**src/cpuIsa.sv**
```systemverilog
package cpuIsa;

        typedef enum logic [4:0] {
                ld, ldi, st, add, sub, andOp, orOp,
                shr, shra, shl, ror, rol,
                addi, andi, ori, neg, notOp,
                br, outOp, halt
        } opcode_e;

        // br reads this from the low bits of rb
        typedef enum logic [1:0] {
                condZero, condNonzero, condPlus, condMinus
        } brCond_e;

        typedef struct packed {
                opcode_e op;
                logic [3:0] ra;
                logic [3:0] rb;
                logic [3:0] rc;
                logic [14:0] unused;
        } rForm_t;

        typedef struct packed {
                opcode_e op;
                logic [3:0] ra;
                logic [3:0] rb;
                logic [18:0] imm;       // two's complement constant
        } iForm_t;

        typedef union packed {
                rForm_t rForm;
                iForm_t iForm;
        } instrWord_u;

endpackage

```
**src/cpuCtrl.sv**
```systemverilog
package cpuCtrl;

        // bit 3 set means the shifter feeds Z
        typedef enum logic [3:0] {
                selAdd  = 4'b0000,
                selSub  = 4'b0001,
                selAnd  = 4'b0010,
                selOr   = 4'b0011,
                selNeg  = 4'b0100,
                selNot  = 4'b0101,
                selShr  = 4'b1000,
                selShra = 4'b1001,
                selShl  = 4'b1010,
                selRor  = 4'b1011,
                selRol  = 4'b1100
        } aluSel_e;

        typedef struct packed {
                logic pcOut, zLowOut, mdrOut, rOut, cOut;       // bus drivers
                logic gra, grb, grc, baOut;
                logic rIn, marIn, mdrIn, pcIn, irIn, yIn, zIn;
                logic incPc, read, write, conIn, outIn;
                aluSel_e aluSel;
        } ctrlWord_t;

endpackage

```
**src/ctrlSeq.sv**
```systemverilog
`timescale 1ns/1ps
module ctrlSeq (
        input  logic Clock,
        input  logic rst,
        input  cpuIsa::instrWord_u ir,
        output cpuCtrl::ctrlWord_t ctrl,
        output logic halted
);
        import cpuIsa::*;
        import cpuCtrl::*;

        logic [2:0] step;
        logic [7:0] t;
        logic started;
        opcode_e op;
        logic aluOp, immOp, isLdi, unary, memOp;
        logic isLd, isSt, isBr, isOut, isHalt, known;
        logic lastStep;
        logic haltNow;
        ctrlWord_t word;

        function automatic aluSel_e selFor(opcode_e code);
                case (code)
                        sub:          return selSub;
                        andOp, andi:  return selAnd;
                        orOp, ori:    return selOr;
                        shr:          return selShr;
                        shra:         return selShra;
                        shl:          return selShl;
                        ror:          return selRor;
                        rol:          return selRol;
                        neg:          return selNeg;
                        notOp:        return selNot;
                        default:      return selAdd;    // address and branch sums too
                endcase
        endfunction

        assign op = ir.rForm.op;
        assign t = 8'd1 << step;        // one-hot T0..T7

        assign immOp = op inside {addi, andi, ori, ldi};
        assign isLdi = (op == ldi);
        assign aluOp = immOp || (op inside {add, sub, andOp, orOp, shr, shra, shl, ror, rol});
        assign unary = op inside {neg, notOp};
        assign isLd = (op == ld);
        assign isSt = (op == st);
        assign memOp = isLd || isSt;
        assign isBr = (op == br);
        assign isOut = (op == outOp);
        assign isHalt = (op == halt);
        assign known = aluOp || unary || memOp || isBr || isOut || isHalt;

        // fetch in T0..T2, then per-class decode
        always_comb begin
                word.pcOut   = t[0] || (t[4] && isBr);
                word.zLowOut = t[1] || (t[5] && (aluOp || memOp)) || (t[4] && unary)
                               || (t[6] && isBr);
                word.mdrOut  = t[2] || (t[7] && isLd);
                word.rOut    = (t[3] && ((aluOp && !isLdi) || unary || isBr || isOut))
                               || (t[4] && aluOp && !immOp) || (t[6] && isSt);
                word.cOut    = (t[4] && (immOp || memOp)) || (t[5] && isBr);
                word.gra     = (t[3] && (isBr || isOut)) || (t[4] && unary)
                               || (t[5] && aluOp) || (t[6] && isSt) || (t[7] && isLd);
                word.grb     = t[3] && (aluOp || unary || memOp);
                word.grc     = t[4] && aluOp && !immOp;
                word.baOut   = t[3] && (isLdi || memOp);
                word.rIn     = (t[5] && aluOp) || (t[4] && unary) || (t[7] && isLd);
                word.marIn   = t[0] || (t[5] && memOp);
                word.mdrIn   = t[1] || (t[6] && memOp);
                word.pcIn    = t[1] || (t[6] && isBr);
                word.irIn    = t[2];
                word.yIn     = (t[3] && (aluOp || memOp)) || (t[4] && isBr);
                word.zIn     = t[0] || (t[3] && unary) || (t[4] && (aluOp || memOp))
                               || (t[5] && isBr);
                word.incPc   = t[0];
                word.read    = t[1] || (t[6] && isLd);
                word.write   = t[7] && isSt;
                word.conIn   = t[3] && isBr;
                word.outIn   = t[3] && isOut;
                word.aluSel  = (step < 3'd3) ? selAdd : selFor(op);
        end

        assign lastStep = (t[3] && (isOut || !known)) || (t[4] && unary)
                          || (t[5] && aluOp) || (t[6] && isBr) || (t[7] && memOp);
        assign haltNow = t[3] && isHalt;

        always_comb begin
                ctrl = '0;
                if (started && !halted)
                        ctrl = word;
        end

        always_ff @(posedge Clock) begin
                if (rst) begin
                        step <= 3'd0;
                        started <= 1'b0;
                        halted <= 1'b0;
                end else begin
                        started <= 1'b1;
                        if (started && !halted) begin
                                if (haltNow)
                                        halted <= 1'b1;         // counter freezes here
                                else if (lastStep)
                                        step <= 3'd0;
                                else
                                        step <= step + 3'd1;
                        end
                end
        end

endmodule

```
**config.mk**
```make
export PLATFORM = sky130hd
export DESIGN_NAME = ctrlSeq
export DESIGN_NICKNAME = d
export VERILOG_FILES = /design/src/cpuIsa.sv /design/src/cpuCtrl.sv /design/src/ctrlSeq.sv
export SDC_FILE = /design/constraint.sdc
export NUM_CORES = 1
export LEC_CHECK = 0
export ABC_AREA = 1
export BUFFER_PORTS_ARGS = -buffer_cell sky130_fd_sc_hd__buf_4
export CAP_MARGIN = 10
export CORE_MARGIN = 2
export CORE_UTILIZATION = 40
export DETAILED_ROUTE_END_ITERATION = 16
export PLACE_DENSITY = 0.82
export SYNTH_ARGS = -nofsm -noshare
export SYNTH_HDL_FRONTEND = slang
export SYNTH_SLANG_ARGS = --single-unit
```
**constraint.sdc**
```tcl
create_clock -name Clock -period 2.3 [get_ports Clock]
set_clock_uncertainty 0.2 [all_clocks]
set_input_delay 0.23 -clock Clock [delete_from_list [all_inputs] [get_ports Clock]]
set_output_delay 0.23 -clock Clock [all_outputs]
set_load 0.02 [all_outputs]
```
Yosys cells after proc, flatten, opt, wreduce, memory -nomap -nowiden
Memories as Yosys holds them, arrays and structs flattened.
Index checks and enable logic that the tools add are counted.
- register bits after elaboration: 5
- bits in read-only memories: 128
- output and inout bits: 26
- memories: 1
- memories (memory ; depth ; width ; rd ports ; clocked after Yosys merged registers in ; write ports ; RTL line ; source):
    (no name shown) ; 32 ; 4 ; 1 ; 0 ; 0 ; ctrlSeq.sv:23 ; case (code)
- bitwise operators: 1
- multiplexer cells: 4
- $add $sub $neg: 1
- magnitude comparators: 1
- shifts and indexed selects: 1
- equality and inequality tests: 19
- reduce and logical (&&, ||, !) cells: 80
- operators by type and width (kind ; number):
    logical OR 1 bit ; 41
    == test 5 x 4 -> 1 bit (second input constant) ; 8
    logical AND 1 bit ; 29
    2-to-1 mux 25 bit ; 1
    == test 5 x 3 -> 1 bit (second input constant) ; 4
    == test 5 bit (second input constant) ; 4
    == test 5 x 2 -> 1 bit (second input constant) ; 2
    nonzero test 9 bit ; 1
    left shift 1 x 3 -> 8 bit (first input constant) ; 1
    == test 5 x 1 -> 1 bit (second input constant) ; 1
    logical NOT 5 bit ; 1
    logical NOT 1 bit ; 4
    2-to-1 mux 4 bit ; 1
    AND reduction 2 bit ; 2
    nonzero test 4 bit ; 1
    adder 3 x 1 -> 3 bit (second input constant) ; 1
    < comparator 3 x 2 -> 1 bit (second input constant) ; 1
    2-to-1 mux 3 bit ; 1
    nonzero test 2 bit ; 1
    2-to-1 mux 1 bit ; 1
    NOT 1 bit ; 1

Longest topological paths before layout
- word-level depth: 16
- mapped depth: 12

Least setup slack after synthesis
No wires, ideal clock.
- path kind: register -> output
- from: register step[0]
- to: output port ctrl[18] (netlist name)
- cell stages (with the launch flop): 7
- required time: 1870 ps
- path buffers: 0
- arrival: 1556 ps
- path slack: 314 ps
- cell sequence: dfxtp_1 ha_1 ha_1 inv_1 nor2_1 inv_1 o21ai_0
- RTL lines (what ; RTL line ; source):
    start, declared ; ctrlSeq.sv:12 ; logic [2:0] step;
    start signal, assigned ; ctrlSeq.sv:106 ; step <= step + 3'd1;
    end, declared ; ctrlSeq.sv:6 ; output cpuCtrl::ctrlWord_t ctrl,

==> flow_metrics.tcl <==
set metrics [dict create \
    num_rows 17 \
    post_drt_wl_per_cell_um 9.910 \
    vias 1090 \
    synth_seq_cells 5 \
    n_antenna_cell 0 \
    whs_ns 0.2645 \
    cp.depth 12 \
    layout-drive-gt1-share_pct 27.69 \
    maxSlewViolCount 0 \
    drt_iter0_markers 21 \
    finish.utilization_pct 56.46 \
    ir_drop_mv 0.3160 \
    fmax_mhz 470.3 \
    busiest_layer "met2" \
    antenna_found_initial 0 \
    start_util_pct 41.23 \
    area_delta_synth_final_pct 36.92 \
    rsz0062_at_grt "no" \
    synth.top_cell.area_share_pct 13.99 \
    cts.clk_slew.worst_paths_ns 0.04 \
    avgSynthCellArea_um2 5.698 \
    worst_slew_pin_slew_ns 0.4939 \
    dp_hpwl_um 1870 \
    fin_setup_tns_ns 0 \
    ys_seq_area_share_pct 11.19 \
    startpoint "ir[27]" \
    final_cells 223 \
    fp.dieW_um 51.29 \
    ys_types 23 \
    synth_cells 157 \
    synthesis.nets 201 \
    drt_wl_total_um 2210 \
    overflow 0 \
    met3_usage_pct 1.754 \
    placed_cells 218 \
    rrSetupSlack_ns 0.56 \
    drcViolationCount 0 \
    finalNetCount 240 \
    hold_viol_final 0 \
    cp_cell_sequence "buf_4 -> inv_1 -> ha_1 -> nor2_1 -> nand2_1 -> nand2_1 -> nand3_2 -> o21ai_2 -> nand3_2 -> o21ai_0 -> inv_1 -> buf_4" \
    cts_tree "done" \
    critPathTopFamily "simple AND/OR/NAND/NOR gates" \
    startpoint_type "input pin" \
    r2r-end "step[0]$_SDFFE_PP0P_" \
    crit_type "input pin to primary output" \
    synth.cell_area_um2 894.6 \
    period_share_pct 92.45 \
    placed_cell_area_um2 1181 \
    firstDrtPassIters 4 \
    cts_max_level 1 \
    cpPeakStageDelay_ns 0.25 \
    critical_path.max_fanout 5 \
    grt_usage_pct 17.87 \
    fin_crit_ns 2.126 \
    clkLatencyLatePin_ns 0.23 \
    gp_congestion 0.8966 \
    clk_root_buffer_cell "clkbuf_4" \
    cts_inserted_buffers 3 \
    use_met2_pct 30.30 \
    cp_slowest_cell "ha_1" \
    cts_sinks 5 \
    die_h_um 51.29 \
    end_kind "primary output" \
    maxSlewHeadroom_pct 66.99 \
    stdcell_area_um2 1225 \
    power-per-cell-area_nw_per_um2 308.5 \
    path_buf_inv 4 \
    final.fill_count 242 \
    r2r_start "step[0]$_SDFFE_PP0P_" \
    core_um2 2170 \
    p_leak_uw 0.0006877 \
    port_buffers 32 \
    status "finished, final reports clean" \
    hold_class "register to register" \
    ant_nets 0 \
    use_met1_pct 24.91 \
    grt_max_degree 18 \
    io-pin-count 60 \
    grt_pass1_wl_um 3767 \
    yosys-top-cells-area "ha_1, nand2_1, inv_1" \
    grt_pass1_vias 923 \
    crit_required_ns 1.87 \
    synth_top_area_cell "ha_1" \
    via_per_inst 4.888 \
    worstPathArrival_ns 1.70 \
    drv_cap 0 \
    endpoint "ctrl[19]" \
    rr_worst_depth 9 \
    ys_warn_count 0 \
    clk_path_buf_depth 2 \
    finalSetupViolCount 0 \
    die-area_um2 2631 \
]
layout make-up:
type / count / area (um^2) / share of cell area [%]
repair buffers: 35 / 265.3 / 21.65
flip-flops and latches: 5 / 102.6 / 8.376
well taps: 28 / 35.03 / 2.860
clock buffers: 4 / 26.28 / 2.145
multi-input cells: 120 / 679.4 / 55.47
inverters: 31 / 116.4 / 9.500
state kept, by name (all words and copies together) (netlist names):
name,count
started,1
halted,1
step,3
cells in the mapped netlist, drive strengths merged:
library cell and n:
a211oi 1, a21oi 16, a31oi 1, clkbuf 1
dfxtp 5, ha 10, inv 31, nand2 33
nand3 17, nand4 1, nor2 22, nor3 3
nor4 1, o211ai 1, o21ai 13, o22ai 1
logic make-up after synthesis:
group | count (synthesis) | share of synthesized area [%]
AND/OR/NAND/NOR | 77 | 41.26
adder cells (fa/ha/maj) | 10 | 13.99
flip-flops | 5 | 11.19
buffers and inverters | 32 | 13.43
AO/OA/AOI/OAI | 33 | 20.14
metrics by stage:
step | setup WS (ns) | total power, uW
2_1_floorplan | 0.3138 | 218.2
3_3_place_gp | 0.1828 | 277.5
3_5_place_dp | 0.1758 | 279.5
4_1_cts | 0.08711 | 380.6
5_1_grt | 0.004660 | 411.4
6_report | 0.1737 | 377.9
layout by cell type (no fill, tap or decap), drive strengths merged, types with 4 or more instances in the layout:
cell | synthesis | layout
buf | 0 | 34
nand2 | 33 | 33
inv | 31 | 31
nor2 | 22 | 22
nand3 | 17 | 17
a21oi | 16 | 16
o21ai | 13 | 13
ha | 10 | 10
dfxtp | 5 | 5
clkbuf | 1 | 4
worst reg2reg max path, cell delays in order (launching register included):
cell,delay (ns)
dfxtp_2,0.37
inv_1,0.08
ha_1,0.21
nand2_1,0.09
inv_1,0.09
nand3_1,0.14
nand3_2,0.12
nor2_2,0.14
nand3_1,0.11
a21oi_2,0.12
power by group:
part | internal, uW | leakage (uW) | switching (uW) | total, uW
Combinational | 68.8 | 0.000631 | 113 | 182
Clock | 65.2 | 0.0000150 | 30.1 | 95.3
Sequential | 93.4 | 0.0000420 | 7.37 | 101
timing repair:
action | 4_1_cts | 5_1_grt
gates resized for setup | 0 | 3
hold buffers | 1 | 0
setup buffers | 0 | 0
endpoints found under the hold margin | 3 | 0
endpoints found under the setup margin | 0 | 4
routing by layer:
metal,vias to the layer above,wire [um]
li1,585,-
met1,478,1018
met2,27,1075
met3,0,116
met4,0,0
met5,-,0
worst min-delay path by stage:
stage	to	cells past startpoint	slack, ns	startpoint
floorplan	step[0]$_SDFFE_PP0P_	1	0.09	rst
global placement	step[0]$_SDFFE_PP0P_	2	0.21	rst
detailed placement	step[0]$_SDFFE_PP0P_	2	0.21	rst
CTS	halted$_SDFFE_PP0P_	2	0.27	halted$_SDFFE_PP0P_
global route	halted$_SDFFE_PP0P_	2	0.30	started$_DFF_P_
finish	halted$_SDFFE_PP0P_	2	0.26	halted$_SDFFE_PP0P_
Power figures use the tool's default switching activity.
