`src/cpuIsa.sv`:
```
package cpuIsa;

        typedef enum logic [4:0] {
                ld, ldi, st, add, sub, andOp, orOp,
                shr, shra, shl, ror, rol,
                addi, andi, ori, neg, notOp,
                br, outOp, halt
        } opcode_e;

        // br reads this from the low bits of rb
        typedef enum logic [1:0] {
                condZero, condNonzero, condPlus, condMinus
        } brCond_e;

        typedef struct packed {
                opcode_e op;
                logic [3:0] ra;
                logic [3:0] rb;
                logic [3:0] rc;
                logic [14:0] unused;
        } rForm_t;

        typedef struct packed {
                opcode_e op;
                logic [3:0] ra;
                logic [3:0] rb;
                logic [18:0] imm;       // two's complement constant
        } iForm_t;

        typedef union packed {
                rForm_t rForm;
                iForm_t iForm;
        } instrWord_u;

endpackage

```
`src/cpuCtrl.sv`:
```
package cpuCtrl;

        // bit 3 set means the shifter feeds Z
        typedef enum logic [3:0] {
                selAdd  = 4'b0000,
                selSub  = 4'b0001,
                selAnd  = 4'b0010,
                selOr   = 4'b0011,
                selNeg  = 4'b0100,
                selNot  = 4'b0101,
                selShr  = 4'b1000,
                selShra = 4'b1001,
                selShl  = 4'b1010,
                selRor  = 4'b1011,
                selRol  = 4'b1100
        } aluSel_e;

        typedef struct packed {
                logic pcOut, zLowOut, mdrOut, rOut, cOut;       // bus drivers
                logic gra, grb, grc, baOut;
                logic rIn, marIn, mdrIn, pcIn, irIn, yIn, zIn;
                logic incPc, read, write, conIn, outIn;
                aluSel_e aluSel;
        } ctrlWord_t;

endpackage

```
`src/regFile.sv`:
```
`timescale 1ns/1ps
module regFile (
        input  logic Clock,
        input  logic rst,
        input  cpuIsa::instrWord_u ir,
        input  logic gra,
        input  logic grb,
        input  logic grc,
        input  logic rIn,
        input  logic rOut,
        input  logic baOut,
        input  logic [31:0] busIn,
        output logic [31:0] busOut
);

        logic [31:0] regs [16];
        logic [3:0] sel;

        // field select out of the IR
        always_comb begin
                sel = 4'd0;
                if (gra)
                        sel = ir.rForm.ra;
                else if (grb)
                        sel = ir.rForm.rb;
                else if (grc)
                        sel = ir.rForm.rc;
        end

        always_ff @(posedge Clock) begin
                if (rst) begin
                        for (int i = 0; i < 16; i++)
                                regs[i] <= '0;
                end else if (rIn) begin
                        regs[sel] <= busIn;
                end
        end

        always_comb begin
                busOut = '0;
                if ((rOut || baOut) && !(baOut && sel == 4'd0))  // R0 as base is zero
                        busOut = regs[sel];
        end

endmodule

```
`src/aluUnit.sv`:
```
`timescale 1ns/1ps
module aluUnit (
        input  logic [31:0] yVal,
        input  logic [31:0] busVal,
        input  cpuCtrl::aluSel_e aluSel,
        input  logic incPc,
        output logic [31:0] result
);
        import cpuCtrl::*;

        always_comb begin
                if (incPc) begin
                        result = busVal + 32'd1;        // PC + 1 during fetch
                end else begin
                        case (aluSel)
                                selAdd:
                                        result = yVal + busVal;
                                selSub:
                                        result = yVal - busVal;
                                selAnd:
                                        result = yVal & busVal;
                                selOr:
                                        result = yVal | busVal;
                                selNeg:
                                        result = -busVal;
                                selNot:
                                        result = ~busVal;
                                default:
                                        result = '0;    // shift codes
                        endcase
                end
        end

endmodule

```
`src/shiftUnit.sv`:
```
`timescale 1ns/1ps
module shiftUnit (
        input  logic [31:0] yVal,
        input  logic [31:0] busVal,
        input  cpuCtrl::aluSel_e aluSel,
        output logic [31:0] result
);
        import cpuCtrl::*;

        logic [4:0] amt;
        logic [63:0] rotR;
        logic [63:0] rotL;

        assign amt = busVal[4:0];
        // doubled word makes the rotates plain shifts
        assign rotR = {yVal, yVal} >> amt;
        assign rotL = {yVal, yVal} << amt;

        always_comb begin
                case (aluSel)
                        selShr:
                                result = yVal >> amt;
                        selShra:
                                result = $signed(yVal) >>> amt;
                        selShl:
                                result = yVal << amt;
                        selRor:
                                result = rotR[31:0];
                        selRol:
                                result = rotL[63:32];
                        default:
                                result = '0;
                endcase
        end

endmodule

```
`src/dataPath.sv`:
```
`timescale 1ns/1ps
module dataPath #(
        parameter int MEM_DEPTH = 256
) (
        input  logic Clock,
        input  logic rst,
        input  cpuCtrl::ctrlWord_t ctrl,
        output cpuIsa::instrWord_u ir,
        output logic [$clog2(MEM_DEPTH)-1:0] memAddr,
        output logic [31:0] memWData,
        input  logic [31:0] memRData,
        output logic [31:0] outPort,
        output logic outStrobe
);
        import cpuIsa::*;

        localparam int ADDR_W = $clog2(MEM_DEPTH);

        logic [31:0] bus;
        logic [31:0] pc;
        logic [ADDR_W-1:0] mar;
        logic [31:0] mdr;
        logic [31:0] y;
        logic [31:0] z;
        logic [31:0] regBus;
        logic [31:0] aluRes;
        logic [31:0] shiftRes;
        logic [31:0] cExt;
        brCond_e cond;
        logic condMet;
        logic brFlag;

        assign cExt = {{13{ir.iForm.imm[18]}}, ir.iForm.imm};
        assign cond = brCond_e'(ir.iForm.rb[1:0]);
        assign memAddr = mar;
        assign memWData = mdr;

        // one source on the bus per step
        always_comb begin
                if (ctrl.pcOut)
                        bus = pc;
                else if (ctrl.zLowOut)
                        bus = z;
                else if (ctrl.mdrOut)
                        bus = mdr;
                else if (ctrl.rOut || ctrl.baOut)
                        bus = regBus;
                else if (ctrl.cOut)
                        bus = cExt;
                else
                        bus = '0;
        end

        regFile rf_i (
                .Clock  (Clock),
                .rst    (rst),
                .ir     (ir),
                .gra    (ctrl.gra),
                .grb    (ctrl.grb),
                .grc    (ctrl.grc),
                .rIn    (ctrl.rIn),
                .rOut   (ctrl.rOut),
                .baOut  (ctrl.baOut),
                .busIn  (bus),
                .busOut (regBus)
        );

        aluUnit alu_i (
                .yVal   (y),
                .busVal (bus),
                .aluSel (ctrl.aluSel),
                .incPc  (ctrl.incPc),
                .result (aluRes)
        );

        shiftUnit shift_i (
                .yVal   (y),
                .busVal (bus),
                .aluSel (ctrl.aluSel),
                .result (shiftRes)
        );

        always_comb begin
                condMet = 1'b0;
                unique case (cond)
                        condZero:    condMet = (bus == '0);
                        condNonzero: condMet = (bus != '0);
                        condPlus:    condMet = !bus[31];
                        condMinus:   condMet = bus[31];
                endcase
        end

        always_ff @(posedge Clock) begin
                if (rst) begin
                        pc <= '0;
                        outPort <= '0;
                        outStrobe <= 1'b0;
                        brFlag <= 1'b0;
                end else begin
                        outStrobe <= ctrl.outIn;
                        if (ctrl.conIn)
                                brFlag <= condMet;
                        // only the branch step loads PC without read
                        if (ctrl.pcIn && (ctrl.read || brFlag))
                                pc <= bus;
                        if (ctrl.outIn)
                                outPort <= bus;
                end
        end

        always_ff @(posedge Clock) begin
                if (ctrl.marIn)
                        mar <= bus[ADDR_W-1:0];
                if (ctrl.mdrIn)
                        mdr <= ctrl.read ? memRData : bus;
                if (ctrl.irIn)
                        ir <= bus;
                if (ctrl.yIn)
                        y <= bus;
                if (ctrl.zIn)
                        z <= ctrl.aluSel[3] ? shiftRes : aluRes;  // group bit picks unit
        end

endmodule

```
`config.mk`:
```
export PLATFORM = sky130hd
export DESIGN_NAME = dataPath
export DESIGN_NICKNAME = d
export VERILOG_FILES = /design/src/cpuIsa.sv /design/src/cpuCtrl.sv /design/src/regFile.sv /design/src/aluUnit.sv /design/src/shiftUnit.sv /design/src/dataPath.sv
export SDC_FILE = /design/constraint.sdc
export NUM_CORES = 2
export LEC_CHECK = 0
export ABC_AREA = 0
export BUFFER_PORTS_ARGS = -buffer_cell sky130_fd_sc_hd__buf_4
export CAP_MARGIN = 0
export CELL_PAD_IN_SITES_DETAIL_PLACEMENT = 1
export CELL_PAD_IN_SITES_GLOBAL_PLACEMENT = 1
export CORE_MARGIN = 5
export CORE_UTILIZATION = 40
export CTS_BUF_LIST = sky130_fd_sc_hd__clkbuf_4
export DETAILED_ROUTE_END_ITERATION = 7
export HOLD_SLACK_MARGIN = 0.12
export PLACE_DENSITY = 0.63
export SETUP_SLACK_MARGIN = 0.05
export SLEW_MARGIN = 20
export SYNTH_ARGS = -nofsm -noshare
export SYNTH_HDL_FRONTEND = slang
export SYNTH_HIERARCHICAL = 1
export SYNTH_SLANG_ARGS = --single-unit
```
`constraint.sdc`:
```
create_clock -name Clock -period 9.15 [get_ports Clock]
set_input_delay 1.3725 -clock Clock [delete_from_list [all_inputs] [get_ports Clock]]
set_output_delay 1.3725 -clock Clock [all_outputs]
set_load 0.03 [all_outputs]
```
[Yosys cells after proc, flatten, opt, wreduce, memory -nomap -nowiden]
Memory sizes are Yosys's and may differ from the RTL's.
Index checks and enable logic that the tools add are counted.
W data, S select, Z words.
Storage, ports and cells
  flip-flop bits (word level): 202
  RAM bits: 512
  memories kept: 1
Cells by class
  add/sub/neg operators: 4
  equality and inequality tests: 13
  shift-type cells: 5
  multiplexer cells: 23
  bitwise gates (word level): 3
  reduce and logical (&&, ||, !) cells: 13
Memory list
  rf_i.regs: depth 16, width 32, rd ports 1, clocked after Yosys merged registers in 0, wr ports 16, RTL line regFile.sv:16  | logic [31:0] regs [16];
Operators by type and width (number)
  $mux W32: 10
  $pmux W32 S6: 1
  $pmux W32 S5: 1
  $shl A64 B5 Y64: 1
  $shr A64 B5 Y32: 1
  $add A32 B1 Y32 const B: 1
  $add A32 B32 Y32: 1
  $and A32 B32 Y32: 1
  $logic_not A32 Y1: 1
  $neg A32 Y32: 1
  $not A32 Y32: 1
  $or A32 B32 Y32: 1
  $reduce_bool A32 Y1: 1
  $reduce_or A32 Y1: 1
  $shl A32 B5 Y32: 1
  $shr A32 B5 Y32: 1
  $sshr A32 B5 Y32: 1
  $sub A32 B32 Y32: 1
  $eq A4 B4 Y1 const B: 5
  $mux W4: 4
  $eq A4 B2 Y1 const B: 2
  $eq A4 B3 Y1 const B: 2
  $logic_not A4 Y1: 2
  $mux W1: 6
  other kinds (8): 13

[Logic depth before layout (Yosys ltp)]
  depth after elaboration: 16
  depth in mapped cells: 27

[Modules after synthesis]
Netlist, hierarchy kept.
Modules (own cells, without submodules)
  regFile: times used 1, cells each 2063, area each 23994.3 um^2
  dataPath: times used 1, cells each 684, area each 8534.4 um^2
  shiftUnit: times used 1, cells each 956, area each 7278.2 um^2
  aluUnit: times used 1, cells each 903, area each 5871.9 um^2

[Worst setup path before layout]
No wires, ideal clock.
  path type: in2reg
  start point: input ctrl[19] (netlist name)
  end point: register z[31] (data pin)
  setup time: 0.260 ns
  arrival time: 6.293 ns
  path slack: 2.597 ns
  stages: 24
  buffers on the path: 2
  cells stage by stage: buf_2 -> nor2b_1 -> a21oi_1 -> nand2_1 -> nor2_1 -> clkbuf_1 -> a221o_1 -> nor4_2 -> o21a_1 -> a311o_1 -> a222oi_1 -> inv_1 -> inv_1 -> ha_1 -> a211oi_2 -> o21ai_2 -> nand3_1 -> or4b_4 -> a21o_1 -> a21oi_2 -> or4b_1 -> o2111ai_1 -> a22o_1 -> mux2_2
On the way
  word-level cells in the longest chain between the ends: 14
RTL lines
  start: declaration: RTL line dataPath.sv:7  | input cpuCtrl::ctrlWord_t ctrl,
  $mux W4 (*): RTL line regFile.sv:22  | if (gra)
  parallel branches: the longest is 4 deep, another holds $mem_v2 Z16 W32
  $mux W32 (*): RTL line regFile.sv:41  | if ((rOut || baOut) && !(baOut && sel == 4'd0))
  net regBus[1]: RTL line dataPath.sv:25  | logic [31:0] regBus;
  $mux W32 (*): RTL line dataPath.sv:46  | else if (ctrl.rOut || ctrl.baOut)
  $mux W32 (*): RTL line dataPath.sv:44  | else if (ctrl.mdrOut)
  $mux W32 (*): RTL line dataPath.sv:42  | else if (ctrl.zLowOut)
  $mux W32 (*): RTL line dataPath.sv:40  | if (ctrl.pcOut)
  net bus[1]: RTL line dataPath.sv:19  | logic [31:0] bus;
  $neg A32 Y32, or another cell as far along: RTL line aluUnit.sv:25  | result = -busVal;
  $pmux W32 S6: RTL line aluUnit.sv:15  | case (aluSel)
  $mux W32 (*): RTL line aluUnit.sv:12  | if (incPc) begin
  net aluRes[31]: RTL line dataPath.sv:26  | logic [31:0] aluRes;
  $mux W32 (*): RTL line dataPath.sv:121  | z <= ctrl.aluSel[3] ? shiftRes : aluRes;
  end signal: assignment: RTL line dataPath.sv:121
  end: declaration: RTL line dataPath.sv:24  | logic [31:0] z;
Mark *: on every way through the listed nets, which the timed path passes.
A chain may end at the register's enable or synchronous reset.

[Final worst setup path]
  start point: register ir[18] (netlist name)
  end point: register z[31] (data pin)
On the way
  word-level cells in the longest chain between the ends: 16
RTL lines
  start: declaration: RTL line dataPath.sv:8  | output cpuIsa::instrWord_u ir,
  start signal: assignment: RTL line dataPath.sv:117  | ir <= bus;
  $mux W4 (*): RTL line regFile.sv:26  | else if (grc)
  $mux W4 (*): RTL line regFile.sv:24  | else if (grb)
  $mux W4 (*): RTL line regFile.sv:22
  parallel branches: the longest is 4 deep, another holds $mem_v2 Z16 W32
  $mux W32 (*): RTL line regFile.sv:41
  net regBus[12]: RTL line dataPath.sv:25
  $mux W32 (*): RTL line dataPath.sv:46
  $mux W32 (*): RTL line dataPath.sv:44
  $mux W32 (*): RTL line dataPath.sv:42
  $mux W32 (*): RTL line dataPath.sv:40
  net bus[12]: RTL line dataPath.sv:19
  $neg A32 Y32, or another cell as far along: RTL line aluUnit.sv:25
  $pmux W32 S6: RTL line aluUnit.sv:15
  $mux W32 (*): RTL line aluUnit.sv:12
  net aluRes[31]: RTL line dataPath.sv:26
  $mux W32 (*): RTL line dataPath.sv:121
Marks and branches as above.

==> summary.md <==
| Metric | Value |
|---|---|
| Status | `finished clean` |
| Worst slew pin tran | `1150 ps` |
| Warnings, synthesis | `6` |
| Largest net degree at the start of global routing | `106` |
| Post-route ant nets | `0` |
| Setup CP Type | `flop to flop` |
| WL per Instance | `30.4 µm` |
| Layout Area Growth over Synthesis | `12.1%` |
| WL met2 | `86400 µm` |
| DRC violations left | `0` |
| Area of the core | `114000 µm²` |
| Fin crit period | `7350 ps` |
| DP Wirelength | `132000 µm` |
| # setup viols final | `0` |
| CTS tree | `yes` |
| Syn_area_per_cell | `9.92 µm²` |
| Clock Skew | `75.2 ps` |
| Netlist cell types | `97` |
| Worst skew pair latency | `1170 ps` |
| Max Clock Freq | `136 MHz` |
| Initial antenna violation count | `12` |
| Number of flops mapped to enable cells by yosys | `648` |
| Crit-path slowest cell | `edfxtp_1` |
| Tcrit/Tclk final | `0.803` |
| Power share of the sequential group | `0.393` |
| Clock Sinks | `714` |
| TNS Setup | `0 ps` |
| Clk pwr share | `0.308` |
| Crit path cell chain | `nand3b_1 -> a21oi_2 -> nand2_1 -> nor2_2 -> buf_4 -> a221o_1 -> nor4_2 -> o21a_1 -> a311o_1 -> a222oi_1 -> inv_1 -> inv_1 -> ha_1 -> nand2_1 -> a2111o_1 -> a211oi_1 -> nor3_1 -> nor2_1 -> buf_4 -> a31oi_1 -> xnor2_1 -> o2111ai_1 -> a22o_1 -> mux2_2` |
| CP endpoint kind | `flop` |
| Cells after synthesis | `4606` |
| Die Y | `348 µm` |
| Critical Path AT | `8260 ps` |
| Max H-tree Level | `4` |
| Worst slew margin | `0.231` |
| Startpoint types | `flop` |
| Final net count | `4901` |
| Initial core utilization | `0.401` |
| Top layer used by detailed routing | `met5` |
| Rows | `124` |
| CTS Buf Count | `193` |
| Max VDD drop | `0.0970 mV` |
| Switching pwr | `3.53 mW` |
| Clk Tree Root Cell | `clkbuf_4` |
| Share of layout cells above drive strength 1 | `0.199` |
| Hold Buf Count CTS | `0` |
| Via Count | `39500` |
| Max Root-Sink Buffers | `3` |
| WP buf/inv | `4` |
| Unrepaired setup endpoints after global routing | `no` |
| # Post-CTS Setup Buffers | `0` |
| Number of port buffers | `162` |
| Sequential area share after synthesis | `0.455` |
| Hold Fails Final Rpt | `0` |
| Pwr per Cell Area | `193 nW/µm²` |
| Mapped cell area | `45700 µm²` |
| Syn_nets | `4771` |
| Via density | `6.17` |
| CTS clk-pin slew, worst paths | `70 ps` |
| GRT Total Usage | `0.311` |
| R2r startpoint | `ir[18]$_DFFE_PP_` |
| Detailed Routing Iterations Pass 1 | `6` |
| Fin util | `0.450` |
| Max-Cap Viols | `0` |
| Comb pwr share | `0.299` |
| Critical path launch point | `ir[18]$_DFFE_PP_` |
| Critical Path RT | `10060 ps` |
| Worst Path Max Fanout | `30` |
| Cell family with most CP delay | `compound AO/OA/AOI/OAI gates` |
| Post-synthesis async set-or-reset flop share | `0` |
| Metal3 WL | `16200 µm` |
| Vias in the first global route | `39300` |
| Switch share | `0.358` |
| Met1 Wirelength | `82200 µm` |
| Flops & latches, synth | `714` |
| Final Slew Violations | `0` |
| Crit-path max cell delay | `630 ps` |
| Pint | `6.35 mW` |
| DIE WIDTH | `348 µm` |
| WL final | `195000 µm` |
| IO Count | `164` |
| Top FF cell, synth | `edfxtp_1` |
| Hold_sp | `pc[25]$_SDFFE_PP0P_` |
| Total gr overflow | `0` |
| Die footprint | `121000 µm²` |
| Post-cts sizing count | `0` |
| Initial drt markers | `4271` |
| Worst hold path class | `flop to flop` |
| Global-route wire length before repair | `278000 µm` |
| Static Leak | `19.8 nW` |
| Global placement routability congestion | `1.01` |
==> metal layers <==
layer,track usage,vias to the layer above
met5,0,-
met4,0.148,4
met3,0.0673,436
met2,0.479,1772
met1,0.420,20100
li1,-,17200
==> power by group through the flow <==
| stage | sequential, mW | combinational (mW) | clock (mW) |
|---|---|---|---|
| final | 3.89 | 2.96 | 3.04 |
| after global routing | 3.89 | 3.10 | 3.31 |
| after CTS | 3.88 | 2.89 | 3.14 |
| after detailed placement | 3.95 | 2.88 | 0 |
| after global placement | 3.94 | 2.86 | 0 |
| after floorplan | 3.95 | 1.72 | 0 |
==> worst register-to-register path: stages, from the launching register on <==
cell and delay, ps:
edfxtp_1 630, nand3b_1 150, a21oi_2 500, nand2_1 420
nor2_2 210, buf_4 400, a221o_1 300, nor4_2 90
o21a_1 120, a311o_1 450, a222oi_1 610, inv_1 130
inv_1 180, ha_1 300, nand2_1 160, a2111o_1 430
a211oi_1 470, nor3_1 140, nor2_1 210, buf_4 180
a31oi_1 110, xnor2_1 170, o2111ai_1 210, a22o_1 310
mux2_2 250
==> path summary, 6_finish.rpt <==
kind                                       endpoint  slack [ps]  cells past startpoint
worst min register to register  pc[25]$_SDFFE_PP0P_         460                      2
worst max register to register      z[31]$_DFFE_PP_        1800                     24
worst max-delay path                z[31]$_DFFE_PP_        1800                     24
worst min-delay path            pc[25]$_SDFFE_PP0P_         460                      2
==> stage by stage <==
step                      cell area [µm²]  setup slack, ps  hold WS [ps]  instances  power, mW
after detailed placement            48500              984           451       6051       6.83
after CTS                           51100             1960           365       6393       9.91
final                               51200             1800           460       6410       9.88
after global placement              48500             1020           441       6051       6.80
after floorplan                     45700             2600           431       4606       5.68
after global routing                51200             1490           417       6401       10.3
==> sequential cells by signal (all words and copies together), names as in the netlist <==
name	flops
brFlag	1
rf_i/regs	512
z	32
memAddr	8
outStrobe	1
outPort	32
ir	32
memWData	32
y	32
pc	32
==> cell usage in the layout (no fill, tap or decap), types with 15 or more instances in the layout <==
cell and count:
nand4_1 25, a221oi_1 15, o22ai_1 65, or2_2 23, mux2i_1 168, mux4_2 71
nor2b_1 22, nor4_2 29, nor3_1 41, nor2_2 20, clkinv_1 19, xor2_1 25
a211oi_1 55, o21a_1 21, mux2_2 122, and2_1 526, nand3_1 247, o211ai_1 20
a221o_1 40, inv_1 105, o221ai_1 36, clkbuf_4 302, nand2b_1 25, a21o_1 33
a22oi_1 21, a22o_1 16, o21ai_0 115, a21oi_1 269, edfxtp_1 648, a31oi_1 30
xnor2_1 57, and3_1 16, dfxtp_1 66, buf_4 314, nand2_1 660, nor2_1 224
ha_1 104, diode_2 15
==> layout make-up <==
| class | count | area (µm²) |
|---|---|---|
| Inverter | 111 | 432 |
| Tap cell | 1512 | 1890 |
| Clock inverter | 40 | 334 |
| Sequential cell | 714 | 20800 |
| Clock buffer | 302 | 2270 |
| Fill cell | 12800 | 62700 |
| Timing Repair Buffer | 325 | 2580 |
| Multi-Input combinational cell | 3391 | 22900 |
| Antenna cell | 15 | 37.5 |
==> cells in the mapped netlist (20+ instances only) <==
library cell / instances / area, µm²
nand2b_1: 27 / 169
a221o_1: 40 / 400
a21o_1: 33 / 248
and2_1: 526 / 3290
buf_1: 30 / 113
dfxtp_1: 66 / 1320
o21ai_0: 115 / 576
nor2b_1: 22 / 138
edfxtp_1: 648 / 19500
mux2_2: 122 / 1370
nor4_2: 30 / 375
ha_1: 104 / 1300
nor2_1: 236 / 886
xnor2_1: 57 / 499
or2_2: 24 / 150
o221ai_1: 36 / 315
buf_2: 110 / 551
nor3_1: 42 / 210
o211ai_1: 20 / 150
o22ai_1: 65 / 407
inv_1: 109 / 409
xor2_1: 25 / 219
mux4_2: 71 / 1600
a21oi_1: 269 / 1350
a31oi_1: 30 / 188
nand2_1: 660 / 2480
mux2i_1: 168 / 1680
o21a_1: 23 / 173
nand4_1: 25 / 156
nand3_1: 247 / 1240
a22oi_1: 30 / 225
clkbuf_1: 222 / 833
a211oi_1: 56 / 420
==> cells by family (layout without fill, tap and decap cells) <==
kind of cell / Yosys count / in the layout / share of synthesized area
multiplexers: 363 / 363 / 0.103
other: 0 / 15 / 0
XOR/XNOR: 82 / 82 / 0.0157
AO/OA/AOI/OAI: 907 / 907 / 0.135
AND/OR/NAND/NOR: 1933 / 1933 / 0.214
flip-flops: 714 / 714 / 0.455
adder cells (fa/ha/maj): 106 / 106 / 0.0294
buffers and inverters: 501 / 778 / 0.0477
(Power assumes the default switching activity.)
